<file path="src/verilog/scope_cfg.svh">
`ifndef SCOPE_CFG_SVH
`define SCOPE_CFG_SVH

// 640x480 at one pixel per clock
`define H_ACTIVE 640    // Visible columns
`define H_FRONT 16      // Pixels before hsync
`define H_SYNC 96       // Hsync pulse width
`define H_BACK 48       // Pixels after hsync

`define V_ACTIVE 480    // Visible lines
`define V_FRONT 10      // Lines before vsync
`define V_SYNC 2        // Vsync pulse width
`define V_BACK 33       // Lines after vsync

// Trace scaling and placement
`define AXIS_ROW 240    // Zero line of the waveform
`define SAMPLE_SHIFT 8  // 16-bit sample down to +-128 rows

// Drawing levels
`define TRACE_G 8'hff     // Trace green
`define AXIS_LEVEL 8'h40  // Axis grey, all channels

`endif

</file>
<file path="src/verilog/scope_pkg.sv">
package scope_pkg;

  typedef logic signed [15:0] sample_t;  // Codec sample, two's complement
  typedef logic [8:0] row_t;             // Screen row
  typedef logic [9:0] col_t;             // Screen column

  // One column of the trace, capture to buffer
  typedef struct packed {
    col_t col;  // Target column
    row_t row;  // Row the trace sits on
  } col_write_t;

  // Raster position for the current clock
  typedef struct packed {
    col_t x;       // Horizontal count
    row_t y;       // Vertical count, low bits
    logic active;  // Inside the visible area
    logic hsync;   // Pin polarity, low in pulse
    logic vsync;   // Pin polarity, low in pulse
  } vga_pos_t;

  typedef struct packed {
    logic [7:0] r;
    logic [7:0] g;
    logic [7:0] b;
  } rgb_t;

  typedef enum logic {
    CAP_ARMED,    // Waiting for a rising zero crossing
    CAP_FILLING   // Writing columns 1 to 639
  } capture_state_t;

endpackage

</file>
<file path="src/verilog/vga_timing.sv">
`timescale 1ns/1ps
`include "scope_cfg.svh"

module vga_timing (
  input  logic                clk,
  input  logic                reset,
  output scope_pkg::vga_pos_t pos  // Valid every cycle
);
  import scope_pkg::*;

  localparam int H_TOTAL = `H_ACTIVE + `H_FRONT + `H_SYNC + `H_BACK;  // 800
  localparam int V_TOTAL = `V_ACTIVE + `V_FRONT + `V_SYNC + `V_BACK;  // 525

  localparam logic [9:0] H_LAST    = 10'(H_TOTAL - 1);
  localparam logic [9:0] V_LAST    = 10'(V_TOTAL - 1);
  localparam logic [9:0] H_VIS     = 10'(`H_ACTIVE);
  localparam logic [9:0] V_VIS     = 10'(`V_ACTIVE);
  localparam logic [9:0] HS_START  = 10'(`H_ACTIVE + `H_FRONT);             // 656
  localparam logic [9:0] HS_END    = 10'(`H_ACTIVE + `H_FRONT + `H_SYNC);   // 752
  localparam logic [9:0] VS_START  = 10'(`V_ACTIVE + `V_FRONT);             // 490
  localparam logic [9:0] VS_END    = 10'(`V_ACTIVE + `V_FRONT + `V_SYNC);   // 492
  localparam logic [9:0] H_LIMIT   = 10'(H_TOTAL);

  logic [9:0] h_count;  // 0..799
  logic [9:0] v_count;  // 0..524, wider than a row

  always_ff @(posedge clk) begin
    if (reset) begin
      h_count <= '0;
      v_count <= '0;
    end else if (h_count == H_LAST) begin  // End of line
      h_count <= '0;
      if (v_count == V_LAST) begin         // End of frame
        v_count <= '0;
      end else begin
        v_count <= v_count + 10'd1;
      end
    end else begin
      h_count <= h_count + 10'd1;
    end
  end

  // Position and flags straight from the counters
  always_comb begin
    pos.x      = h_count;
    pos.y      = row_t'(v_count);  // Aliases only in vertical blanking
    pos.active = (h_count < H_VIS) && (v_count < V_VIS);
    pos.hsync  = !((h_count >= HS_START) && (h_count < HS_END));  // Active low
    pos.vsync  = !((v_count >= VS_START) && (v_count < VS_END));  // Active low
  end

  // Line counter wraps before the total
  assert property (@(posedge clk) disable iff (reset) h_count < H_LIMIT);

endmodule

</file>
<file path="config.mk">
export PLATFORM = sky130hd
export DESIGN_NAME = vga_timing
export DESIGN_NICKNAME = d
export VERILOG_FILES = /design/src/verilog/scope_pkg.sv /design/src/verilog/vga_timing.sv
export VERILOG_INCLUDE_DIRS = /design/src /design/src/verilog
export SDC_FILE = /design/constraint.sdc
export NUM_CORES = 1
export LEC_CHECK = 0
export BUFFER_PORTS_ARGS = -buffer_cell sky130_fd_sc_hd__buf_2
export CAP_MARGIN = 20
export CORE_MARGIN = 2
export CORE_UTILIZATION = 35
export DETAILED_ROUTE_END_ITERATION = 8
export PLACE_DENSITY = 0.66
export SLEW_MARGIN = 10
export SYNTH_ARGS = -nofsm -noshare
export SYNTH_HDL_FRONTEND = slang
export SYNTH_SLANG_ARGS = --single-unit
</file>
<file path="constraint.sdc">
create_clock -name clk -period 2.8 [get_ports clk]
set_clock_uncertainty 0.2 [all_clocks]
set_input_delay 0.56 -clock clk [delete_from_list [all_inputs] [get_ports clk]]
set_output_delay 0.56 -clock clk [all_outputs]
set_load 0.01 [all_outputs]
</file>
==> Word-level counts from Yosys, hierarchy flattened <==
Cells that the tools add are included.
Widths: inputs -> output; s select.
{ "totals": {"regBits": 20, "inputBits": 2, "word_cells": 19, "out_inout_bits": 22} }
{ "op_classes": {"n_mux": 1, "n_lt_le_gt_ge": 6, "addsub": 2, "n_eq_ne": 2, "n_reduce_logical": 6} }
{ "op_table": {"columns": ["operator", "count"], "rows": [
  ["$add 10x1->10 const B", 2],
  ["$eq 10x10->1 const B", 2],
  ["$lt 10x10->1 const B", 2],
  ["$lt 10x9->1 const B", 2],
  ["$ge 10x10->1 const B", 1],
  ["$ge 10x9->1 const B", 1],
  ["$mux 10", 1],
  ["$logic_and 1x1->1", 3],
  ["$logic_not 1->1", 2],
  ["$reduce_or 2->1", 1]
]} }

==> Longest topological paths before layout <==
{ "depth": {"depth_word": 3, "depth_mapped": 6} }

==> Worst setup path after synthesis <==
Ideal clock, no wire load.
{ "synth_timing": {"path_type": "reg-to-reg", "start": "register h_count[0]", "end": "register v_count[9]", "period_less_slack_ns": 2.162, "arrival_time_ns": 1.892, "path_slack_ns": 0.638, "setup_time_ns": 0.070, "path_stages_with_launch": 6, "t_required_ns": 2.530, "path_buffers": 0, "cell_sequence": "dfxtp_1 > ha_1 > nand4_4 > or4_4 > or3_1 > a21oi_1"} }
{ "synth_via": {"elab_chain_cells": 1} }
{ "synth_lines": {"columns": ["element", "line", "source"], "rows": [
  ["start, declared", "vga_timing.sv:24", "logic [9:0] h_count;"],
  ["start signal, assigned", "vga_timing.sv:39", "h_count <= h_count + 10'd1;"],
  ["$eq 10x10->1", "vga_timing.sv:31", "end else if (h_count == H_LAST) begin"],
  ["end signal, assigned", "vga_timing.sv:36", "v_count <= v_count + 10'd1;"],
  ["end, declared", "vga_timing.sv:25", "logic [9:0] v_count;"]
]} }
No other way between the ends.
A chain may end at the register's enable or synchronous reset.

==> impl_metrics.ini <==
[status]
status = finished, final reports clean

[sta]
fmax_mhz = 399.4
slew_violations = 0
worstMarginPinSlew_ps = 625.6
rsz0062_at_grt = no
finalHoldViolCount = 0
tns_ps = 0
period_minus_slack_ps = 2503
fin_crit_sh_pct = 89.41
slew_headroom_pct = 57.97
setup_viol = 0

[clocking]
ctsResizeCount = 0
cts_max_level = 1
clockBufferDepth = 2
postCtsHoldBufs = 0
cts_sinks = 20
cts_made_buffers = 3
clk_pin_slew_ps = 110
cts_tree = done
cts_root_buf = clkbuf_4
insertion_delay_ps = 300
post_cts_buffers = 0

[floorplanning]
die_area_um2 = 3595
die_x_um = 59.96
start_util_pct = 36.20
top_level_ports = 24
core_um2 = 3028
die-height_um = 59.96
rows = 20

[logic_synthesis]
synth_area_um2 = 1096
ys_seq_area_share_pct = 36.53
yosys_warnings = 0
yosysTopAreaCell = dfxtp_1
synthTopCellsByArea = dfxtp_1, xnor2_1, nor2_1
syn_area_per_cell_um2 = 8.563
synth_edf_count = 0
synth.distinct_cells = 29
synthArstFlopShare_pct = 0
yosys-top-cells-count = nor2_1, dfxtp_1, xnor2_1, buf_4, inv_1
ys_seq_elements = 20
syn_nets = 134
synthCells = 128
synth_ff_type = dfxtp_1
yosysMostFrequentCell = nor2_1
synth_top_area_share_pct = 36.53

[job]
cap_violations = 0

[global_route]
grt_start_max_net_pins = 12
antenna_found_initial = 0
grt_overflow = 0
track_usage_pct = 13.38
grt_pass1_wl_um = 3512
grt_pass1_vias = 776

[finish]
n_antenna_cell = 0
area_growth_pct = 10.73
drive_above_1_share_pct = 22.38
multi_input_area_um2 = 586.8
fin_cells = 187
seqCellArea_um2 = 400.4
nets = 151
nFillCells = 299

[power]
swShare_pct = 22.68
ir_drop_v = 0.0001610
p_switching_uw = 101.5
p_comb_share_pct = 4.6
p_per_area_nw_per_um2 = 368.8
p_leak_uw = 0.0004360
p_int_uw = 346.1
seq_power_share_pct = 65.7
p_clk_share_pct = 29.7
p_total_uw = 447.6

[routing]
drc = 0
wl_per_cell_um = 11.39
num_vias = 880
drt_wl_total_um = 2130
antenna_left = 0
first_pass_iters = 4
viasPerCell = 4.706
drt_iter0_drc = 32

[critical_path]
start_kind = flip-flop
cp_slowest_stage_delay_ps = 500
path_class = flip-flop to output port
worstPathCellList = and3_1 > nand2_1 > or4_1 > buf_2
critPathSlowestCell = or4_1
cp_max_fo = 7
cp.arrival_ps = 1740
worstSetupEndpointType = output port
critPathRequiredTime_ps = 2040

[placed_design]
dp_hpwl_um = 1656
io_buffers = 23
gp_congestion = 0.7955
placed_cells = 184

[hold_path]
hold_class = flip-flop to flip-flop
routing by layer:
metal | part of all wire [%] | vias up | global-route usage [%]
met5 | 0 | - | 0
met4 | 0.75 | 0 | 3.810
met3 | 5.2 | 2 | 5.195
met2 | 46 | 25 | 20.34
met1 | 48 | 401 | 17.55
li1 | - | 452 | -
cell usage in the layout, fill, tap and decap left out:
cell type  Yosys  layout
xnor2_1       11      11
or4_1          1       1
nand4_4        1       1
xor2_1         3       3
nand4b_1       1       1
a31o_2         1       1
nand3_1        8       8
a21oi_1        2       2
nor4_1         6       6
ha_1           4       4
a2111oi_2      1       1
clkbuf_4       0       3
nand3b_1       2       2
nand2_1        7       7
or4_4          1       1
and3b_1        1       1
buf_2          0      23
and3_1         1       1
nor3b_1        1       1
nor3_1         7       7
mux2i_1        2       2
o21ai_0        2       2
dfxtp_1       20      20
nor2_1        21      21
nand4bb_4      1       1
or3_1          1       1
inv_1          9       9
nand2b_1       1       1
or2_2          1       1
flip-flops by register name, summed over array words and instances (netlist names):
register and cells:
h_count 10, v_count 10
area by class of cell:
cell class	count	area share (%)
clock buffer	3	1.856
inverter	9	2.784
multi-input combinational	88	48.35
sequential	20	32.99
tap	44	4.536
timing repair buffer	23	9.485
worst max-delay path: cells and delay by family (launching register included):
family,cells,cell delay [ps]
buffers and inverters,1,160
AND/OR/NAND/NOR,3,840
flip-flops,1,460
per-stage QoR:
stage          hold WS (ps)  instance area, µm²  setup slack (ps)  util, %
5_1_grt               296.6                1214             184.6    40.08
3_3_place_gp          265.3                1191             639.8    39.34
6_report              302.7                1214             296.5    40.08
2_1_floorplan         269.8                1096             637.9        -
4_1_cts               308.5                1214             272.3    40.08
3_5_place_dp          285.6                1191             577.9    39.34
final timing paths:
path	start	to	slack (ps)	depth (start not counted)
worst max-delay path	v_count[5]	pos[0]	300	4
worst min-delay path	h_count[0]	h_count[0]	300	1
worst max register to register	h_count[0]	v_count[9]	570	5
worst min register to register	h_count[0]	h_count[0]	300	1
power by group through the flow:
stage,Clock [µW],Combinational [µW],Sequential (µW)
final,133,20.8,294
after global routing,152,23.1,295
after CTS,139,21.2,294
after detailed placement,0,21.1,300
after global placement,0,20.6,300
after floorplan,0,11.5,301
logic make-up after synthesis:
family,after synthesis,synth area share (%)
buf+inv,20,9.931
simple gates,62,31.97
mux,2,1.827
compound gates,6,3.995
fa+ha+maj,4,4.566
flops,20,36.53
xor+xnor,14,11.19
Power figures use the tool's default switching activity.
