File: config.mk
export PLATFORM = sky130hd
export DESIGN_NAME = sample_capture
export DESIGN_NICKNAME = d
export VERILOG_FILES = /design/src/verilog/scope_pkg.sv /design/src/verilog/sample_capture.sv
export VERILOG_INCLUDE_DIRS = /design/src /design/src/verilog
export SDC_FILE = /design/constraint.sdc
export NUM_CORES = 1
export LEC_CHECK = 0
export BUFFER_PORTS_ARGS = -buffer_cell sky130_fd_sc_hd__buf_2
export CAP_MARGIN = 20
export CORE_UTILIZATION = 30
export CTS_CLUSTER_DIAMETER = 60
export DETAILED_ROUTE_END_ITERATION = 10
export PLACE_DENSITY_LB_ADDON = 0.25
export SETUP_SLACK_MARGIN = 0.15
export SLEW_MARGIN = 15
export SYNTH_ARGS = -nofsm -noshare
export SYNTH_HDL_FRONTEND = slang
export SYNTH_SLANG_ARGS = --single-unit
export TNS_END_PERCENT = 50
File: constraint.sdc
create_clock -name clk -period 1.9 [get_ports clk]
set_input_delay 0.38 -clock clk [delete_from_list [all_inputs] [get_ports clk]]
set_output_delay 0.38 -clock clk [all_outputs]
set_load 0.005 [all_outputs]
File: src/verilog/scope_cfg.svh
`ifndef SCOPE_CFG_SVH
`define SCOPE_CFG_SVH

// 640x480 at one pixel per clock
`define H_ACTIVE 640    // Visible columns
`define H_FRONT 16      // Pixels before hsync
`define H_SYNC 96       // Hsync pulse width
`define H_BACK 48       // Pixels after hsync

`define V_ACTIVE 480    // Visible lines
`define V_FRONT 10      // Lines before vsync
`define V_SYNC 2        // Vsync pulse width
`define V_BACK 33       // Lines after vsync

// Trace scaling and placement
`define AXIS_ROW 240    // Zero line of the waveform
`define SAMPLE_SHIFT 8  // 16-bit sample down to +-128 rows

// Drawing levels
`define TRACE_G 8'hff     // Trace green
`define AXIS_LEVEL 8'h40  // Axis grey, all channels

`endif

File: src/verilog/scope_pkg.sv
package scope_pkg;

  typedef logic signed [15:0] sample_t;  // Codec sample, two's complement
  typedef logic [8:0] row_t;             // Screen row
  typedef logic [9:0] col_t;             // Screen column

  // One column of the trace, capture to buffer
  typedef struct packed {
    col_t col;  // Target column
    row_t row;  // Row the trace sits on
  } col_write_t;

  // Raster position for the current clock
  typedef struct packed {
    col_t x;       // Horizontal count
    row_t y;       // Vertical count, low bits
    logic active;  // Inside the visible area
    logic hsync;   // Pin polarity, low in pulse
    logic vsync;   // Pin polarity, low in pulse
  } vga_pos_t;

  typedef struct packed {
    logic [7:0] r;
    logic [7:0] g;
    logic [7:0] b;
  } rgb_t;

  typedef enum logic {
    CAP_ARMED,    // Waiting for a rising zero crossing
    CAP_FILLING   // Writing columns 1 to 639
  } capture_state_t;

endpackage

File: src/verilog/sample_capture.sv
`timescale 1ns/1ps
`include "scope_cfg.svh"

module sample_capture (
  input  logic                  clk,
  input  logic                  reset,
  input  logic                  sample_valid,  // One-cycle strobe
  input  scope_pkg::sample_t    sample,
  input  logic                  freeze,        // Blocks new triggers only
  output logic                  wr_valid,      // One column per strobe
  output scope_pkg::col_write_t wr
);
  import scope_pkg::*;

  localparam col_t LAST_COL = col_t'(`H_ACTIVE - 1);

  capture_state_t state;
  sample_t        prev_sample;  // Last strobed sample
  col_t           col;          // Next column to write
  logic           crossing;
  sample_t        scaled;
  sample_t        row_full;
  row_t           sample_row;

  // Previous negative, current at or above zero
  assign crossing = prev_sample[15] && !sample[15];

  assign scaled     = sample >>> `SAMPLE_SHIFT;            // Range -128..127
  assign row_full   = sample_t'(`AXIS_ROW) - scaled;       // Positive goes up
  assign sample_row = row_t'(row_full);                    // 113..368, fits 9 bits

  always_ff @(posedge clk) begin
    if (reset) begin
      state       <= CAP_ARMED;
      prev_sample <= '0;
      col         <= '0;
      wr_valid    <= 1'b0;
    end else begin
      wr_valid <= 1'b0;  // Strobe by default off
      if (sample_valid) begin
        prev_sample <= sample;
        case (state)
          CAP_ARMED: begin
            if (crossing && !freeze) begin  // Trigger sample lands in column 0
              wr_valid <= 1'b1;
              col      <= col_t'(1);
              state    <= CAP_FILLING;
            end
          end
          CAP_FILLING: begin
            wr_valid <= 1'b1;
            if (col == LAST_COL) begin  // Screen full, rearm
              col   <= '0;
              state <= CAP_ARMED;
            end else begin
              col <= col + col_t'(1);
            end
          end
          default: state <= CAP_ARMED;
        endcase
      end
    end
  end

  // Payload, qualified by wr_valid
  always_ff @(posedge clk) begin
    if (sample_valid) begin
      wr.col <= col;  // Zero while armed
      wr.row <= sample_row;
    end
  end

  // Write strobe always follows an input strobe by one cycle
  assert property (@(posedge clk) disable iff (reset) wr_valid |-> $past(sample_valid));

  // Column counter stays on screen
  assert property (@(posedge clk) disable iff (reset) col <= LAST_COL);

endmodule

## Word level (Yosys, flattened, before mapping)

Index checks and enable logic that the tools add are counted.

| storage, ports and cells | value |
|---|---|
| register bits after elaboration | 47 |
| output and inout bits | 20 |
| word-level logic and storage cells | 25 |

| operators by class | value |
|---|---|
| $add $sub $neg | 2 |
| eq/ne operators | 2 |
| mux-type cells | 7 |
| bitwise logic cells | 2 |
| reductions and logical operators | 6 |

Operators by type and width:

| operator | count |
|---|---|
| 10-bit 2-to-1 mux | 2 |
| 10-bit case mux with 2 select lines | 1 |
| 10-bit by 1-bit adder with 10-bit output (second input constant) | 1 |
| 10-bit == test (second input constant) | 1 |
| 9-bit by 8-bit subtractor with 9-bit output (first input constant) | 1 |
| 1-bit case mux with 2 select lines | 2 |
| 1-bit logical AND | 2 |
| 1-bit zero test | 2 |
| 1-bit 2-to-1 mux | 2 |
| 2-bit != test (second input constant) | 1 |
| 1-bit inverter | 2 |
| 2-bit AND reduction | 1 |
| 2-bit OR reduction | 1 |

## Longest topological paths before layout

Gate-level depths: netlist (run 1).

| logic depth | value |
|---|---|
| word-level depth | 5 |
| gate-level depth with buffers | 5 |
| gate-level depth less buffers | 5 |

## Worst setup path before layout (run 1)

No wires, ideal clock.

| path | value |
|---|---|
| path type | input to register |
| start point | input port sample[8] |
| end point | register wr[6] in the netlist's numbering (data pin) |
| library setup time | 258 ps |
| arrival | 1121 ps |
| slack | 521 ps |
| cell stages on the path | 5 |
| cell sequence | inv_1 -> ha_1 -> nor3b_1 -> nor2_1 -> xnor2_1 |

| between the ends | value |
|---|---|
| longest elaborated chain between the ends | 1 |

Ends and longest elaborated chain:

| what | line | source |
|---|---|---|
| start, declared | sample_capture.sv:8 | `input scope_pkg::sample_t sample,` |
| 9-bit by 8-bit subtractor with 9-bit output | sample_capture.sv:29 | `` assign row_full = sample_t'(`AXIS_ROW) - scaled; `` |
| named net row_full[6] | sample_capture.sv:22 | `sample_t row_full;` |
| end, declared | sample_capture.sv:11 | `output scope_pkg::col_write_t wr` |

The timed path passes the listed nets, and every way through them passes these cells.
A chain may end at the register's enable or synchronous reset.

## Worst setup path after layout (run 1)

| path | value |
|---|---|
| start point | register col[7] |
| end point | register state |

| between the ends | value |
|---|---|
| longest elaborated chain between the ends | 3 |

Ends and longest elaborated chain:

| what | line | source |
|---|---|---|
| start, declared | sample_capture.sv:19 | `col_t col;` |
| start signal, assigned | sample_capture.sv:46 | `col <= col_t'(1);` |
| start signal, assigned | sample_capture.sv:56 | `col <= col + col_t'(1);` |
| 10-bit == test | sample_capture.sv:52 | `if (col == LAST_COL) begin` |
| 1-bit 2-to-1 mux | sample_capture.sv:52 |  |
| 1-bit case mux with 2 select lines | sample_capture.sv:42 | `case (state)` |
| end signal, assigned | sample_capture.sv:47 | `state <= CAP_FILLING;` |
| end signal, assigned | sample_capture.sv:54 | `state <= CAP_ARMED;` |
| end signal, assigned | sample_capture.sv:59 | `default: state <= CAP_ARMED;` |
| end, declared | sample_capture.sv:17 | `capture_state_t state;` |

No other way between the ends.

==> run summary, run 1 <==
clk sink count: 32
initial antenna violation count: 0
critical path capture point type: flip-flop
H-tree lvl count: 2
EDFF count, synth: 19
Iteration-0 DRC Markers: 40
met3 wire len: 203 um
synth warn: 0
first-pass GRT wire length: 4120 um
Tightest Pin Transition: 0.493 ns
GR Overflow Total: 0
Max FO, Critical Path: 5
final wirelength: 2460 um
Synth Cell Area: 1380 um2
Area after DPL: 1600 um2
final hold violation count: 0
Design Area, Final: 1680 um2
Peak Freq: 0.663 GHz
DIE AREA: 4870 um2
Inserted Diodes: 0
clk_lat worst skew: 0.28 ns
commonest cells after routing, fill and taps aside: buf_2 (31), edfxtp_1 (19), nor2_1 (13), dfxtp_1 (13), xnor2_1 (10)
Avg Inst Size Synth: 12.9 um2
residual DRC count: 0
setup violators final: 0
RSZ-0062 raised after global routing: no
root buf cell: clkbuf_8
critical hold path startpoint: sample[8]
CTS tree: built
Vert. Die Dim: 69.8 um
Synth Area in Compound Gates: 0.122
number of cells on the worst hold path: 1
xor and xnor area share after synthesis: 0.0762
main combinational cell family by area after synthesis: simple AND/OR/NAND/NOR gates
area delta synth->final: 22.0%
hold_buf cts: 0
CTS Buffer Depth: 2
leakage dissipation: 0.650 nW
WL/cell: 12.4 um
1st-pass router iterations: 4
maximum number of pins on one net before global-route repair: 18
Die W: 69.8 um
number of setup buffers added after CTS: 0
Gate Count Post-Synth: 107
Worst setup SP type: flip-flop
simple-gate share of the synthesized area: 0.147
FF-to-FF Start: col[7]$_SDFFE_PP0P_
Max Cap Viol: 0
Total Nets Final: 168
asr flop ratio synth: 0
CP arrival: 1.68 ns
Worst EP required: 2.07 ns
mux contribution to synthesized area: 0.00726
Period minus WS final: 1.51 ns
Worst Hold End: wr[0]$_DFFE_PP_
CTS Buf Count: 5
Synth Register Bits: 32
Slew Limit Fails: 0
register area share after synthesis: 0.603
family with the most delay on the worst path: simple AND/OR/NAND/NOR gates
adder-cell share of the synthesized area: 0.0181
r2r setup slk: 0.39 ns
Netlist cell types: 36
routability cong.: 0.771
# IOs: 40
RR Endpoint: state$_SDFFE_PP0P_
vias in the first global route: 917
Final HPWL DP: 1800 um
global-route usage over all layers: 0.114
status: completed
Vias: 933
CP max-delay cell: or3b_2
Slew HR: 0.669
Via density: 4.69
Fin Setup TNS: 0 ns
Synthesized Nets: 129
worst path bufs/invs: 0
Peak VDD IR: 0.365 mV
FF-to-FF path depth: 4
Routed Antenna Nets: 0
Final Cycle Share: 0.794
clock-pin transition on the worst setup and hold timing paths: 0.07 ns
PwrDens: 804 nW/um2
Setup CP Type: reg -> reg
Top Metal Used: met4
core area: 4380 um2
Port Buffers: 31
DR WL met2: 1190 um
WL met1: 1010 um
worst min path class: in -> reg
clk_skew: 0.00600 ns
most common cell after layout, fill and taps aside: buf_2
layout cells sized above 1: 0.354
post-CTS sizing: 0
Initial Util: 0.314
CP peak stage delay: 0.50 ns
row cnt: 24
CP Cell Sequence: or3b_2 -> nor3_1 -> a21o_2 -> a21oi_1
Top FF cell, synth: edfxtp_1
## cells in the mapped netlist, types with 2 or more instances
cell type	instances	area, um2
edfxtp_1	19	571
ha_1	2	25.0
a211oi_1	2	15.0
nand3_1	2	10.0
xnor2_1	10	87.6
nor2_1	13	48.8
a21boi_0	2	15.0
inv_1	4	15.0
a21o_2	2	17.5
buf_6	2	22.5
nand2_1	6	22.5
dfxtp_1	13	260
a21oi_1	4	20.0
nor3_1	2	10.0
xor2_1	2	17.5
a2111oi_4	2	55.1
## report_power, final
part	total [mW]	switching, mW	internal, mW
Sequential	0.772	0.00737	0.765
Clock	0.486	0.238	0.248
Combinational	0.0928	0.0498	0.0430
## sequential cells by signal, indices dropped and copies added (netlist names)
signal / count
state: 1
prev_sample: 1
wr: 19
col: 10
wr_valid: 1
## how the worst max path moves through the flow
stage	startpoint	slack [ns]	end	cells after the start
after detailed placement	sample[8]	0.35	wr[6]$_DFFE_PP_	6
after floorplan	sample[8]	0.52	wr[6]$_DFFE_PP_	5
after global placement	sample_valid	0.37	col[8]$_SDFFE_PP0P_	6
after CTS	col[7]$_SDFFE_PP0P_	0.38	col[2]$_SDFFE_PP0P_	4
after global routing	col[9]$_SDFFE_PP0P_	0.28	state$_SDFFE_PP0P_	4
final	col[7]$_SDFFE_PP0P_	0.39	state$_SDFFE_PP0P_	4
## worst register-to-register path, cell delays in order (launching register included)
cell and delay (ns):
dfxtp_1 0.35, or3b_2 0.50, nor3_1 0.31, a21o_2 0.19, a21oi_1 0.05
## stage by stage
stage                     power, mW  std cells  worst slack [ns]  utilization  hold WS [ns]
after floorplan               0.822        107             0.521            -         0.444
after global placement        0.878        191             0.372        0.365         0.461
after detailed placement      0.883        191             0.346        0.365         0.456
after CTS                      1.38        199             0.383        0.384         0.301
after global routing           1.41        199             0.276        0.384         0.311
final                          1.35        199             0.392        0.384         0.317
## cell type report
class | count | area [um2]
clock buffers | 5 | 68.8
inverters | 4 | 15.0
well taps | 52 | 65.1
clock inverters | 3 | 13.8
flip-flops and latches | 32 | 831
repair buffers | 34 | 178
multi-input cells | 69 | 510
fillers | 450 | 2700
## logic make-up (layout without fill, tap and decap cells)
family,count (synthesis),count (layout)
buf+inv,6,46
xor+xnor,12,12
fa+ha+maj,2,2
mux,1,1
simple gates,36,36
flops,32,32
compound gates,18,18
## layer usage
metal | GRT usage | vias to the layer above
li1 | - | 461
met1 | 0.123 | 433
met2 | 0.175 | 33
met3 | 0.0523 | 6
met4 | 0.0800 | 0
met5 | 0 | -
(Power assumes the default switching activity.)
==> run 2: changes to the inputs <==
==> constraint.sdc (replaced) <==
create_clock -name clk -period 1.5 [get_ports clk]
set_input_delay 0.3 -clock clk [delete_from_list [all_inputs] [get_ports clk]]
set_output_delay 0.3 -clock clk [all_outputs]
set_load 0.005 [all_outputs]
==> run 2 against run 1 <==
Effect of this change:
- global-route usage decreased by 0.20 points
- core utilization rose by 2.1 points
- sequential power up 27%
- critical path type unchanged
- largest cell class unchanged
- clock power grew 29%
- worst hold slack lost 0.081 ns
- highest routed layer unchanged
- power rose by 28%
- first-iteration DRC count increased by 75%
- die area unchanged
- count of clock-buffer cells in the layout increased by 2
==> run summary, run 2 (synthesized netlist as in run 1, its figures left out) <==
Via density: 4.63
clock share of power: 0.363
commonest cells after routing, fill and taps aside: buf_2 (31), edfxtp_1 (19), nor2_1 (13)
Peak VDD IR: 0.311 mV
Gate power share: 0.071
CTS Buf Count: 5
CP Cell Sequence: or3b_4 -> o31ai_2 -> a21o_2 -> nor2_1
clk_lat worst skew: 0.28 ns
Slew HR: 0.805
Final Cycle Share: 0.882
hold_buf cts: 0
status: completed
Max FO, Critical Path: 7
layout cells sized above 1: 0.448
initial antenna violation count: 0
FF-to-FF path depth: 4
most common cell after layout, fill and taps aside: buf_2
Vert. Die Dim: 69.8 um
CP max-delay cell: or3b_4
sequential share of power: 0.566
residual DRC count: 0
Initial Util: 0.314
Largest regs: wr: 19 flops, col: 10 flops
Worst Hold End: wr[0]$_DFFE_PP_
area delta synth->final: 28.6%
P_int: 1.35 mW
Largest Register: wr
Tightest Pin Transition: 0.292 ns
setup violators final: 0
final hold violation count: 0
r2r setup slk: 0.18 ns
critical path capture point type: flip-flop
Routed Antenna Nets: 0
root buf cell: clkbuf_8
core area: 4380 um2
CTS tree: built
CP arrival: 1.49 ns
clk sink count: 32
PwrDens: 974 nW/um2
Psw: 373 uW
family with the most delay on the worst path: simple AND/OR/NAND/NOR gates
FF-to-FF Start: col[8]$_SDFFE_PP0P_
critical path startpoint: col[8]$_SDFFE_PP0P_
GR Overflow Total: 0
clk_skew: 0.00791 ns
WL/cell: 12.2 um
Area after DPL: 1640 um2
worst min path class: in -> reg
Placed Cells incl. Taps: 196
# IOs: 40
CTS Buffer Depth: 2
number of flip-flops in the largest register: 19
worst path bufs/invs: 0
Inserted Diodes: 0
Worst EP required: 1.67 ns
Total Nets Final: 175
Worst setup SP type: flip-flop
DIE AREA: 4870 um2
leakage dissipation: 0.689 nW
maximum number of pins on one net before global-route repair: 18
RSZ-0062 raised after global routing: yes
first-pass GRT wire length: 4120 um
Slew Limit Fails: 0
Die W: 69.8 um
final wirelength: 2520 um
Non-Filler Instances: 206
Peak Freq: 0.756 GHz
Vias: 953
RR Endpoint: col[9]$_SDFFE_PP0P_
Fin Setup TNS: 0 ns
Max Cap Viol: 0
row cnt: 24
routability cong.: 0.778
Port Buffers: 31
global-route usage over all layers: 0.112
Setup CP Type: reg -> reg
1st-pass router iterations: 4
net switching share of the total power: 0.216
Design Area, Final: 1770 um2
critical hold path startpoint: sample[8]
CP peak stage delay: 0.39 ns
Final HPWL DP: 1820 um
vias in the first global route: 951
Iteration-0 DRC Markers: 70
number of cells on the worst hold path: 1
Period minus WS final: 1.32 ns
clock-pin transition on the worst setup and hold timing paths: 0.07 ns
H-tree lvl count: 2
[run 2: cell count changes in the layout (fill, tap and decap cells not counted), moves of 2 or more]
cell,delta
buf_4,+7
dfxtp_1,-6
dfxtp_2,+6
clkbuf_1,+2
[run 2: area by class of cell]
class | count | area (um2)
clock inverters | 1 | 5.00
inverters | 4 | 15.0
flip-flops and latches | 32 | 838
multi-input cells | 69 | 543
clock buffers | 7 | 76.3
fillers | 433 | 2610
well taps | 52 | 65.1
repair buffers | 41 | 230
[run 2: power groups by stage]
| stage | Sequential, mW | Combinational (mW) | Clock [mW] |
|---|---|---|---|
| CTS | 0.978 | 0.124 | 0.651 |
| global route | 0.981 | 0.135 | 0.687 |
| finish | 0.978 | 0.122 | 0.626 |
| detailed placement | 0.997 | 0.122 | 0 |
| global placement | 0.996 | 0.120 | 0 |
| floorplan | 1.00 | 0.0368 | 0 |
[run 2: worst max-delay path by stage]
stage / end / cells after the start
finish: col[9]$_SDFFE_PP0P_ / 4
CTS: col[7]$_SDFFE_PP0P_ / 4
detailed placement: col[7]$_SDFFE_PP0P_ / 5
floorplan: col[2]$_SDFFE_PP0P_ / 4
global placement: wr[6]$_DFFE_PP_ / 6
global route: col[2]$_SDFFE_PP0P_ / 4
[run 2: what timing repair did]
action | CTS | global route
pin swaps | 2 | 1
setup endpoints to repair | 10 | 7
gates resized for setup | 10 | 2
gates cloned | 0 | 0
setup buffers | 1 | 1
endpoints found under the hold margin | 0 | 0
[run 2: per-layer routing]
metal	vias to the layer above	track usage	part of all wire
li1	476	-	-
met1	443	0.117	0.43
met2	27	0.184	0.47
met3	7	0.0407	0.070
met4	0	0.0800	0.029
met5	-	0	0
[run 2: worst register-to-register path: cells and delay by family, from the launching register on]
family,cells,cell delay [ns]
AND/OR/NAND/NOR,2,0.46
AO/OA/AOI/OAI,2,0.42
flip-flops,1,0.34
[run 2: per-stage QoR]
step | setup WS [ns] | utilization | total power [mW] | hold slack [ns]
2_1_floorplan | 0.197 | - | 1.04 | 0.369
3_3_place_gp | 0.0706 | 0.374 | 1.12 | 0.462
3_5_place_dp | 0.0632 | 0.374 | 1.12 | 0.458
4_1_cts | 0.151 | 0.399 | 1.75 | 0.228
5_1_grt | 0.114 | 0.404 | 1.80 | 0.236
6_report | 0.177 | 0.404 | 1.73 | 0.236
