## src/verilog/scope_cfg.svh

```systemverilog
`ifndef SCOPE_CFG_SVH
`define SCOPE_CFG_SVH

// 640x480 at one pixel per clock
`define H_ACTIVE 640    // Visible columns
`define H_FRONT 16      // Pixels before hsync
`define H_SYNC 96       // Hsync pulse width
`define H_BACK 48       // Pixels after hsync

`define V_ACTIVE 480    // Visible lines
`define V_FRONT 10      // Lines before vsync
`define V_SYNC 2        // Vsync pulse width
`define V_BACK 33       // Lines after vsync

// Trace scaling and placement
`define AXIS_ROW 240    // Zero line of the waveform
`define SAMPLE_SHIFT 8  // 16-bit sample down to +-128 rows

// Drawing levels
`define TRACE_G 8'hff     // Trace green
`define AXIS_LEVEL 8'h40  // Axis grey, all channels

`endif

```

## src/verilog/scope_pkg.sv

```systemverilog
package scope_pkg;

  typedef logic signed [15:0] sample_t;  // Codec sample, two's complement
  typedef logic [8:0] row_t;             // Screen row
  typedef logic [9:0] col_t;             // Screen column

  // One column of the trace, capture to buffer
  typedef struct packed {
    col_t col;  // Target column
    row_t row;  // Row the trace sits on
  } col_write_t;

  // Raster position for the current clock
  typedef struct packed {
    col_t x;       // Horizontal count
    row_t y;       // Vertical count, low bits
    logic active;  // Inside the visible area
    logic hsync;   // Pin polarity, low in pulse
    logic vsync;   // Pin polarity, low in pulse
  } vga_pos_t;

  typedef struct packed {
    logic [7:0] r;
    logic [7:0] g;
    logic [7:0] b;
  } rgb_t;

  typedef enum logic {
    CAP_ARMED,    // Waiting for a rising zero crossing
    CAP_FILLING   // Writing columns 1 to 639
  } capture_state_t;

endpackage

```

## src/verilog/trace_render.sv

```systemverilog
`timescale 1ns/1ps
`include "scope_cfg.svh"

module trace_render (
  input  logic                clk,
  input  logic                reset,
  input  scope_pkg::vga_pos_t pos,
  output scope_pkg::col_t     rd_col,   // Buffer read address
  input  scope_pkg::row_t     rd_row,   // Trace row for last rd_col
  output scope_pkg::rgb_t     pixel,
  output logic                hsync,
  output logic                vsync,
  output logic                blank_n   // High on visible pixels
);
  import scope_pkg::*;

  localparam row_t AXIS = row_t'(`AXIS_ROW);

  row_t s1_y;       // Row, lined up with rd_row
  logic s1_active;
  logic s1_hsync;
  logic s1_vsync;
  rgb_t colour;     // Stage 2 decision

  // Stage 1 read goes straight to the buffer
  assign rd_col = pos.x;

  always_ff @(posedge clk) begin
    s1_y <= pos.y;
  end

  always_ff @(posedge clk) begin
    if (reset) begin
      s1_active <= 1'b0;
      s1_hsync  <= 1'b1;
      s1_vsync  <= 1'b1;
    end else begin
      s1_active <= pos.active;
      s1_hsync  <= pos.hsync;
      s1_vsync  <= pos.vsync;
    end
  end

  // Trace over axis over black
  always_comb begin
    colour = '0;
    if (s1_active) begin
      if (rd_row == s1_y) begin
        colour.g = `TRACE_G;
      end else if (s1_y == AXIS) begin
        colour = '{r: `AXIS_LEVEL, g: `AXIS_LEVEL, b: `AXIS_LEVEL};
      end
    end
  end

  // Stage 2 output registers, two cycles behind pos
  always_ff @(posedge clk) begin
    if (reset) begin
      pixel   <= '0;
      hsync   <= 1'b1;
      vsync   <= 1'b1;
      blank_n <= 1'b0;
    end else begin
      pixel   <= colour;
      hsync   <= s1_hsync;
      vsync   <= s1_vsync;
      blank_n <= s1_active;
    end
  end

  // Sync pulses never overlap visible pixels
  assert property (@(posedge clk) disable iff (reset) blank_n |-> (hsync && vsync));

endmodule

```

## config.mk

```make
export PLATFORM = sky130hd
export DESIGN_NAME = trace_render
export DESIGN_NICKNAME = d
export VERILOG_FILES = /design/src/verilog/scope_pkg.sv /design/src/verilog/trace_render.sv
export VERILOG_INCLUDE_DIRS = /design/src /design/src/verilog
export SDC_FILE = /design/constraint.sdc
export NUM_CORES = 1
export LEC_CHECK = 0
export ABC_AREA = 1
export BUFFER_PORTS_ARGS = -buffer_cell sky130_fd_sc_hd__buf_2
export CAP_MARGIN = 20
export CORE_UTILIZATION = 36
export CTS_BUF_LIST = sky130_fd_sc_hd__clkbuf_4
export CTS_CLUSTER_DIAMETER = 150
export DETAILED_ROUTE_END_ITERATION = 8
export GPL_TIMING_DRIVEN = 0
export HOLD_SLACK_MARGIN = 0.15
export PLACE_DENSITY = 0.89
export SLEW_MARGIN = 20
export SYNTH_ARGS = -nofsm -noshare
export SYNTH_HDL_FRONTEND = slang
export SYNTH_SLANG_ARGS = --single-unit
```

## constraint.sdc

```tcl
create_clock -name clk -period 0.9 [get_ports clk]
set_input_delay 0.09 -clock clk [delete_from_list [all_inputs] [get_ports clk]]
set_output_delay 0.09 -clock clk [all_outputs]
set_load 0.05 [all_outputs]
```

* Word level (Yosys, flattened, before mapping) *
Index checks and enable logic that the tools add are counted.

storage, ports and cells
  register bits after elaboration = 39
  bits in latches = 0
  bits in writable memories = 0
  bits in read-only memories = 0
  bits of input ports = 33
  memories = 0

operators by class
  add/sub/neg operators = 0
  multipliers = 0
  divide/modulo/power cells = 0
  magnitude comparators = 0
  equal/unequal tests = 2
  shift operators = 0
  muxes and demuxes = 2
  bitwise gates (word level) = 1
  reductions and logical operators = 2

operators with widths
  kind                                                                    count
  23-bit 2-to-1 mux                                                       1
  9-bit by 8-bit equality test with 1-bit output (second input constant)  1
  9-bit equality test                                                     1
  8-bit 2-to-1 mux                                                        1
  3-bit OR reduction                                                      1
  2-bit OR reduction                                                      1
  1-bit NOT                                                               1

* Depth between registers and ports, before layout *
Gate-level depths: netlist of run 1.

  depth in word-level cells = 3
  gate-level depth with buffers = 8
  depth with buffers taken out = 8

* Worst setup path before layout of run 1 *
No wires, ideal clock.

  path type = register to output
  from = reg, netlist name pixel[13]
  to = out pixel[10] (netlist bit)
  arrival = 0.993 ns
  data required time = 0.810 ns
  slack = -0.183 ns
  cell stages (with the launch flop) = 2
  path through = dfxtp_1 > buf_4

RTL lines
  item       RTL line            text
  to (decl)  trace_render.sv:10  output scope_pkg::rgb_t pixel,

* Final worst setup path of run 1 *
  from = reg pixel[13] (netlist bit)
  to = out pixel[13] (netlist bit)

RTL lines
  item                    RTL line            text
  from (signal assigned)  trace_render.sv:64  pixel <= colour;

No word-level cell between the ends.

==> report_table.html, run 1 <==
<table>
<tr><th>Metric</th><th>Value</th></tr>
<tr><th colspan="2">Floorplan</th></tr>
<tr><td>Die H</td><td>51.01 um</td></tr>
<tr><td>Core Footprint</td><td>0.002233 mm^2</td></tr>
<tr><td>Chip Width</td><td>51.01 um</td></tr>
<tr><td>Die outline area</td><td>0.002602 mm^2</td></tr>
<tr><td>Number of rows created at floorplan</td><td>17</td></tr>
<tr><td>IO Pins</td><td>70</td></tr>
<tr><td>Starting utilization of the core area</td><td>38.71%</td></tr>
<tr><th colspan="2">Setup path</th></tr>
<tr><td>Number of buffer and inverter instances along the worst setup path</td><td>2</td></tr>
<tr><td>Critical path launch point type</td><td>register</td></tr>
<tr><td>Largest stage delay on the critical path</td><td>0.38 ns</td></tr>
<tr><td>Endpoint class of the critical path</td><td>output port</td></tr>
<tr><td>List of cells traversed by the critical path</td><td>buf_4, buf_8</td></tr>
<tr><td>Kind of cell with the highest combined delay on the critical path</td><td>flip-flops</td></tr>
<tr><td>Data arrival time of the worst path</td><td>0.95 ns</td></tr>
<tr><td>Worst path required time</td><td>0.81 ns</td></tr>
<tr><td>Origin of the critical flop-to-flop path</td><td>s1_y[2]</td></tr>
<tr><td>Launch point of the critical path</td><td>pixel[13]</td></tr>
<tr><td>Kind of critical path</td><td>register to output port</td></tr>
<tr><td>Slowest stage cell, crit path</td><td>dfxtp_4</td></tr>
<tr><td>Maximum fanout along the worst path</td><td>7</td></tr>
<tr><th colspan="2">Global routing</th></tr>
<tr><td>Number of antenna violations at the first check in global routing</td><td>0</td></tr>
<tr><td>Pin count of the biggest net entering global routing</td><td>11</td></tr>
<tr><td>Number of global-route vias before repair</td><td>782</td></tr>
<tr><td>First-pass GRT wire length</td><td>3.029 mm</td></tr>
<tr><td>Total gr overflow</td><td>0</td></tr>
<tr><td>Total routing usage reported by global routing</td><td>16.21%</td></tr>
<tr><th colspan="2">Pwr</th></tr>
<tr><td>Worst supply voltage drop on vdd</td><td>1.254 mV</td></tr>
<tr><td>Sequential cell fraction of total power</td><td>47.0%</td></tr>
<tr><td>Power density cells</td><td>1207 mW/mm^2</td></tr>
<tr><td>Logic pwr share</td><td>30.6%</td></tr>
<tr><td>Reported leakage power</td><td>0.0008343 uW</td></tr>
<tr><td>Switching fraction of total power</td><td>33.55%</td></tr>
<tr><td>Clock share of power</td><td>22.4%</td></tr>
<tr><td>Internal portion of total power</td><td>1207 uW</td></tr>
<tr><td>Reported net switching power</td><td>609.3 uW</td></tr>
<tr><th colspan="2">Drt</th></tr>
<tr><td>Drt first pass iters</td><td>2</td></tr>
<tr><td>Wire length per cell</td><td>9.829 um</td></tr>
<tr><td>Count of nets left with antenna violations after detail routing</td><td>0</td></tr>
<tr><td>Detailed-route wire length</td><td>2.064 mm</td></tr>
<tr><td>Routed vias/inst</td><td>3.957</td></tr>
<tr><td># DRC</td><td>0</td></tr>
<tr><td>Vias</td><td>831</td></tr>
<tr><td>First DRT Iteration DRCs</td><td>4</td></tr>
<tr><th colspan="2">Clock network</th></tr>
<tr><td>Maximum buffer depth of the clock tree</td><td>2</td></tr>
<tr><td>Clock network latency to the later pin of the worst-skew pair</td><td>0.30 ns</td></tr>
<tr><td>Clock tree from TritonCTS</td><td>done</td></tr>
<tr><td>H-tree levels</td><td>1</td></tr>
<tr><td>Sinks on the clock net</td><td>18</td></tr>
<tr><td>Clock buffers created by TritonCTS</td><td>3</td></tr>
<tr><td>Library cell used as clock root buffer</td><td>clkbuf_4</td></tr>
<tr><td>Clock Pin Slew Worst Setup and Hold Paths</td><td>0.10 ns</td></tr>
<tr><td>Hold buffer count at CTS</td><td>12</td></tr>
<tr><th colspan="2">Flow run</th></tr>
<tr><td>Max capacitance violation total</td><td>0</td></tr>
<tr><th colspan="2">Status</th></tr>
<tr><td>Violations in the final reports</td><td>negative setup slack</td></tr>
<tr><td>Status</td><td>finished with violations</td></tr>
<tr><th colspan="2">Layout</th></tr>
<tr><td>Most frequent cells in the layout</td><td>buf_4, buf_2, nand2_1, conb_1</td></tr>
<tr><td>Count of inserted antenna diode cells</td><td>0</td></tr>
<tr><td>Area overhead of the layout relative to synthesis</td><td>74.10%</td></tr>
<tr><td>Fin nets</td><td>216</td></tr>
<tr><td>Proportion of layout cells with a drive suffix above 1</td><td>63.74%</td></tr>
<tr><td>FILL cells</td><td>171</td></tr>
<tr><td>Most common cell after layout, fill and taps aside</td><td>buf_4</td></tr>
<tr><th colspan="2">Timing</th></tr>
<tr><td>Max Transition Viols Final</td><td>0</td></tr>
<tr><td>Hold violation count in the final report</td><td>0</td></tr>
<tr><td>Setup TNS</td><td>-1.209 ns</td></tr>
<tr><td>Min setup slack post-route</td><td>-0.1449 ns</td></tr>
<tr><td>Number of failing setup endpoints in the final timing report</td><td>12</td></tr>
<tr><td>Tcrit/Tclk final</td><td>116.1%</td></tr>
<tr><td>Tmin final</td><td>1.045 ns</td></tr>
<tr><td>RSZ-0062 raised after global routing</td><td>yes</td></tr>
<tr><td>Setup skew after layout</td><td>0.0009918 ns</td></tr>
<tr><td>Max Clock Freq</td><td>0.9570 GHz</td></tr>
<tr><th colspan="2">Logic synthesis</th></tr>
<tr><td>Sequential cell area fraction in the yosys report</td><td>41.68%</td></tr>
<tr><td>Gate Count Post-Synth</td><td>106</td></tr>
<tr><td>Area of the mapped netlist</td><td>864.6 um^2</td></tr>
<tr><td>Flops &amp; latches, synth</td><td>18</td></tr>
<tr><td>Library cell with the largest summed area after synthesis</td><td>dfxtp_1</td></tr>
<tr><td>Dominant cells by area after synthesis</td><td>dfxtp_1, buf_4, nand2_1</td></tr>
<tr><td>Proportion of netlist area held by the largest area contributor</td><td>41.68%</td></tr>
<tr><td>Mean area per synthesized cell</td><td>8.156 um^2</td></tr>
<tr><td>Synthesis Warnings</td><td>0</td></tr>
<tr><td>Yosys cell types</td><td>15</td></tr>
<tr><th colspan="2">Placed design</th></tr>
<tr><td>Routability congestion estimate from global placement</td><td>0.7460</td></tr>
<tr><td>Place WS</td><td>-0.07657 ns</td></tr>
<tr><td>HPWL after detailed placement</td><td>1.160 mm</td></tr>
<tr><td>Port Buffers</td><td>45</td></tr>
<tr><th colspan="2">Worst hold path</th></tr>
<tr><td>Hold path start</td><td>reset</td></tr>
<tr><td>Min-Delay Path Class</td><td>input pin to register</td></tr>
</table>
## power by group through the flow
stage	clock network (uW)	logic, uW	registers (uW)
final	407	556	853
after global routing	441	588	856
after CTS	408	522	844
after detailed placement	0	469	865
after global placement	0	463	864
after floorplan	0	364	882
## worst paths after layout
path / slack (ns) / cells after the start / to
min reg2reg: 0.42 / 1 / hsync
min: 0.10 / 2 / s1_hsync
max reg2reg: -0.09 / 7 / pixel[14]
max: -0.14 / 2 / pixel[13]
## per-layer routing
metal | vias up | track usage, % | wire length, um
li1 | 417 | - | -
met1 | 351 | 13.50 | 640
met2 | 56 | 33.77 | 1163
met3 | 7 | 2.083 | 190
met4 | 0 | 11.11 | 70
met5 | - | 0 | 0
## registers in the layout (all words and copies together), names as in the netlist
register	cells
s1_hsync	1
blank_n	1
vsync	1
hsync	1
s1_vsync	1
s1_active	1
pixel	3
s1_y	9
## logic make-up after synthesis
| kind of cell | Yosys count | share of synthesized area (%) |
|---|---|---|
| buffers and inverters | 48 | 34.30 |
| AND/OR/NAND/NOR | 34 | 18.52 |
| flip-flops | 18 | 41.68 |
| XOR/XNOR | 4 | 4.052 |
| AO/OA/AOI/OAI | 1 | 1.013 |
| other | 1 | 0.4337 |
## per-stage QoR
| stage | cells | total power [uW] | utilization, % | hold slack [ns] | cell area, um^2 |
|---|---|---|---|---|---|
| after CTS | 210 | 1774 | 63.87 | 0.04525 | 1426 |
| after global placement | 192 | 1327 | 52.66 | 0.1926 | 1176 |
| after detailed placement | 192 | 1334 | 52.66 | 0.1936 | 1176 |
| final | 210 | 1816 | 67.40 | 0.1030 | 1505 |
| after global routing | 210 | 1885 | 67.40 | 0.1082 | 1505 |
| after floorplan | 119 | 1247 | - | 0.1177 | 915.9 |
## cell type report
class / instances / area, um^2 / share of cell area (%)
inverters: 17 / 63.81 / 4.239
flip-flops and latches: 18 / 379.1 / 25.19
clock inverters: 1 / 3.754 / 0.2494
clock buffers: 3 / 22.52 / 1.496
multi-input cells: 53 / 296.5 / 19.70
plain buffers: 31 / 236.5 / 15.71
repair buffers: 59 / 467.9 / 31.09
well taps: 28 / 35.03 / 2.328
## Yosys cell counts
cell and n:
a21oi_2 1, buf_4 31, conb_1 1, dfxtp_1 18, inv_1 16, inv_2 1, nand2_1 20, nand3_1 2
nand3_2 1, nor2_1 2, nor2_2 2, nor3_1 2, nor3_2 1, or2_2 4, xnor2_1 4
## timing repair
action	4_1_cts	5_1_grt
endpoints found under the setup margin	16	16
pin swaps	2	7
hold endpoints to repair	15	4
resized for setup	29	31
setup buffers	2	0
(Power assumes the default switching activity.)
==> run 2, diff against run 1 <==
Settings changed: BUFFER_PORTS_ARGS -buffer_cell sky130_fd_sc_hd__buf_2 to -buffer_cell sky130_fd_sc_hd__buf_4.
==> run 2 against run 1 <==
Global-route usage is 2.9 points higher. Cell count is the same. Utilization is 3.9 points higher. Sequential share of layout area down 1.5 points. Critical path depth up 6. Routed wire length increased by 18%. The run ends with negative hold slack, negative setup slack left. Clock power is 1% lower. Critical endpoint is now pixel[14]. Combinational power is 9.0% higher. Clock-buffer cell count unchanged.
==> report_table.html, run 2 (synthesis gave the netlist of run 1 again) <==
<table>
<tr><th>Metric</th><th>Value</th></tr>
<tr><th colspan="2">Setup path</th></tr>
<tr><td>Kind of critical path</td><td>register to register</td></tr>
<tr><td>Worst path required time</td><td>1.14 ns</td></tr>
<tr><td>Data arrival time of the worst path</td><td>1.29 ns</td></tr>
<tr><td>Endpoint class of the critical path</td><td>register</td></tr>
<tr><td>Endpoint of the worst-slack reg-to-reg timing path</td><td>pixel[14]</td></tr>
<tr><td>Register-to-register setup slack</td><td>-0.14 ns</td></tr>
<tr><td>Origin of the critical flop-to-flop path</td><td>s1_y[2]</td></tr>
<tr><td>Worst reg2reg path depth</td><td>8</td></tr>
<tr><td>Maximum fanout along the worst path</td><td>3</td></tr>
<tr><td>Critical path launch point type</td><td>register</td></tr>
<tr><td>Last element of the critical path</td><td>pixel[14]</td></tr>
<tr><td>Launch point of the critical path</td><td>s1_y[2]</td></tr>
<tr><th colspan="2">Clock network</th></tr>
<tr><td>Clock network latency to the later pin of the worst-skew pair</td><td>0.29 ns</td></tr>
<tr><td>Library cell used as clock root buffer</td><td>clkbuf_4</td></tr>
<tr><td>Clock tree from TritonCTS</td><td>done</td></tr>
<tr><td>Clock Pin Slew Worst Setup and Hold Paths</td><td>0.10 ns</td></tr>
<tr><td>Sinks on the clock net</td><td>18</td></tr>
<tr><td>Clock buffers created by TritonCTS</td><td>3</td></tr>
<tr><td>Hold buffer count at CTS</td><td>12</td></tr>
<tr><td>H-tree levels</td><td>1</td></tr>
<tr><td>Maximum buffer depth of the clock tree</td><td>2</td></tr>
<tr><th colspan="2">Pwr</th></tr>
<tr><td>Reported leakage power</td><td>0.0008643 uW</td></tr>
<tr><td>Internal portion of total power</td><td>1246 uW</td></tr>
<tr><td>Reported net switching power</td><td>619.6 uW</td></tr>
<tr><td>Design Power</td><td>1866 uW</td></tr>
<tr><td>Logic pwr share</td><td>32.5%</td></tr>
<tr><td>Clock share of power</td><td>21.5%</td></tr>
<tr><td>Sequential cell fraction of total power</td><td>46.0%</td></tr>
<tr><td>Switching fraction of total power</td><td>33.21%</td></tr>
<tr><td>Power density cells</td><td>1172 mW/mm^2</td></tr>
<tr><td>Worst supply voltage drop on vdd</td><td>1.098 mV</td></tr>
<tr><th colspan="2">Timing</th></tr>
<tr><td>Hold violation count in the final report</td><td>1</td></tr>
<tr><td>Max Clock Freq</td><td>0.9586 GHz</td></tr>
<tr><td>Tmin final</td><td>1.043 ns</td></tr>
<tr><td>Setup skew after layout</td><td>0.002725 ns</td></tr>
<tr><td>Number of failing setup endpoints in the final timing report</td><td>11</td></tr>
<tr><td>Tcrit/Tclk final</td><td>115.9%</td></tr>
<tr><td>Max Transition Viols Final</td><td>0</td></tr>
<tr><td>RSZ-0062 raised after global routing</td><td>yes</td></tr>
<tr><td>Final worst hold slack</td><td>-0.004762 ns</td></tr>
<tr><td>Setup TNS</td><td>-1.305 ns</td></tr>
<tr><td>Min setup slack post-route</td><td>-0.1432 ns</td></tr>
<tr><th colspan="2">Drt</th></tr>
<tr><td>Count of nets left with antenna violations after detail routing</td><td>0</td></tr>
<tr><td>Detailed-route wire length</td><td>2.428 mm</td></tr>
<tr><td>First DRT Iteration DRCs</td><td>18</td></tr>
<tr><td>Routed vias/inst</td><td>4.119</td></tr>
<tr><td>Vias</td><td>865</td></tr>
<tr><td>Wire length per cell</td><td>11.56 um</td></tr>
<tr><td>Drt first pass iters</td><td>4</td></tr>
<tr><td># DRC</td><td>0</td></tr>
<tr><th colspan="2">Global routing</th></tr>
<tr><td>Total gr overflow</td><td>0</td></tr>
<tr><td>Pin count of the biggest net entering global routing</td><td>11</td></tr>
<tr><td>Total routing usage reported by global routing</td><td>19.13%</td></tr>
<tr><td>Number of antenna violations at the first check in global routing</td><td>0</td></tr>
<tr><td>Number of global-route vias before repair</td><td>820</td></tr>
<tr><td>First-pass GRT wire length</td><td>3.532 mm</td></tr>
<tr><th colspan="2">Layout</th></tr>
<tr><td>Post-Route Utilization</td><td>71.32%</td></tr>
<tr><td>Most common cell after layout, fill and taps aside</td><td>buf_4</td></tr>
<tr><td>Most frequent cells in the layout</td><td>buf_4, nand2_1, conb_1, inv_1, dlygate4sd3_1</td></tr>
<tr><td>Fin nets</td><td>216</td></tr>
<tr><td>Proportion of layout cells with a drive suffix above 1</td><td>62.09%</td></tr>
<tr><td>Final cell count without fillers</td><td>210</td></tr>
<tr><td>Area overhead of the layout relative to synthesis</td><td>84.23%</td></tr>
<tr><td>Flip-flop count of the largest register, all copies and words added</td><td>9</td></tr>
<tr><td>Most flop-heavy register</td><td>s1_y</td></tr>
<tr><td>Largest registers ranked by flip-flop count</td><td>s1_y (9), pixel (3)</td></tr>
<tr><td>Count of inserted antenna diode cells</td><td>0</td></tr>
<tr><td>FILL cells</td><td>139</td></tr>
<tr><th colspan="2">Floorplan</th></tr>
<tr><td>Core Footprint</td><td>0.002233 mm^2</td></tr>
<tr><td>Die H</td><td>51.01 um</td></tr>
<tr><td>Chip Width</td><td>51.01 um</td></tr>
<tr><td>Die outline area</td><td>0.002602 mm^2</td></tr>
<tr><td>Number of rows created at floorplan</td><td>17</td></tr>
<tr><td>Starting utilization of the core area</td><td>38.71%</td></tr>
<tr><td>IO Pins</td><td>70</td></tr>
<tr><th colspan="2">Worst hold path</th></tr>
<tr><td>Min-Delay Path Class</td><td>input pin to register</td></tr>
<tr><th colspan="2">Placed design</th></tr>
<tr><td>Placed cell count</td><td>192</td></tr>
<tr><td>HPWL after detailed placement</td><td>1.288 mm</td></tr>
<tr><td>Port Buffers</td><td>45</td></tr>
<tr><td>Routability congestion estimate from global placement</td><td>0.7185</td></tr>
<tr><th colspan="2">Status</th></tr>
<tr><td>Status</td><td>finished with violations</td></tr>
<tr><td>Violations in the final reports</td><td>negative hold slack, negative setup slack</td></tr>
<tr><th colspan="2">Flow run</th></tr>
<tr><td>Max capacitance violation total</td><td>0</td></tr>
</table>
[run 2: how the worst min path moves through the flow]
stage	startpoint	end	slack [ns]	depth (start not counted)
global placement	pos[4]	s1_y[1]	0.19	1
detailed placement	pos[5]	s1_y[2]	0.20	1
finish	reset	blank_n	-0.005	2
CTS	reset	blank_n	0.006	2
floorplan	pos[3]	s1_y[0]	0.12	0
global route	reset	blank_n	-0.004	2
[run 2: routing by layer]
metal | vias to the layer above | GRT usage (%) | share of wire (%)
met5 | - | 0 | 0
met4 | 0 | 12.96 | 3.6
met3 | 8 | 2.679 | 9.1
met2 | 67 | 41.45 | 56
met1 | 375 | 14.55 | 32
li1 | 415 | - | -
[run 2: critical path: stages (launching register included)]
cell     delay [ns]
dfxtp_2        0.38
inv_1          0.05
nand2_1        0.06
nand2_1        0.05
inv_1          0.04
nand2_1        0.05
nor2_2         0.17
nand3_2        0.10
nand2_1        0.08
[run 2: area by class of cell]
class,count,area (um^2),share of cell area [%]
inverter,17,63.81,4.006
clock inverter,1,3.754,0.2357
multi-input combinational,53,302.8,19.01
clock buffer,3,22.52,1.414
buffer,31,240.2,15.08
timing repair buffer,59,548.0,34.41
tap,28,35.03,2.200
sequential,18,376.6,23.64
[run 2: power by group through the flow]
stage / registers (uW) / logic, uW / clock network, uW
detailed placement: 867 / 513 / 0
finish: 859 / 606 / 401
floorplan: 882 / 364 / 0
global placement: 864 / 507 / 0
global route: 862 / 635 / 443
CTS: 848 / 574 / 402
[run 2: what timing repair did]
item,4_1_cts,5_1_grt
hold endpoints to repair,17,5
setup buffers,0,2
gates resized for setup,23,23
pin swaps,4,6
setup endpoints to repair,13,16
gates cloned,0,0
[run 2: per-stage QoR]
step                hold slack [ns]  worst slack (ns)  cell area [um^2]
floorplan                    0.1177           0.02774             915.9
global placement             0.1943          -0.03111              1289
detailed placement           0.1956          -0.08378              1289
CTS                        0.006134           -0.1343              1521
global route              -0.003780           -0.1833              1593
finish                    -0.004762           -0.1432              1593
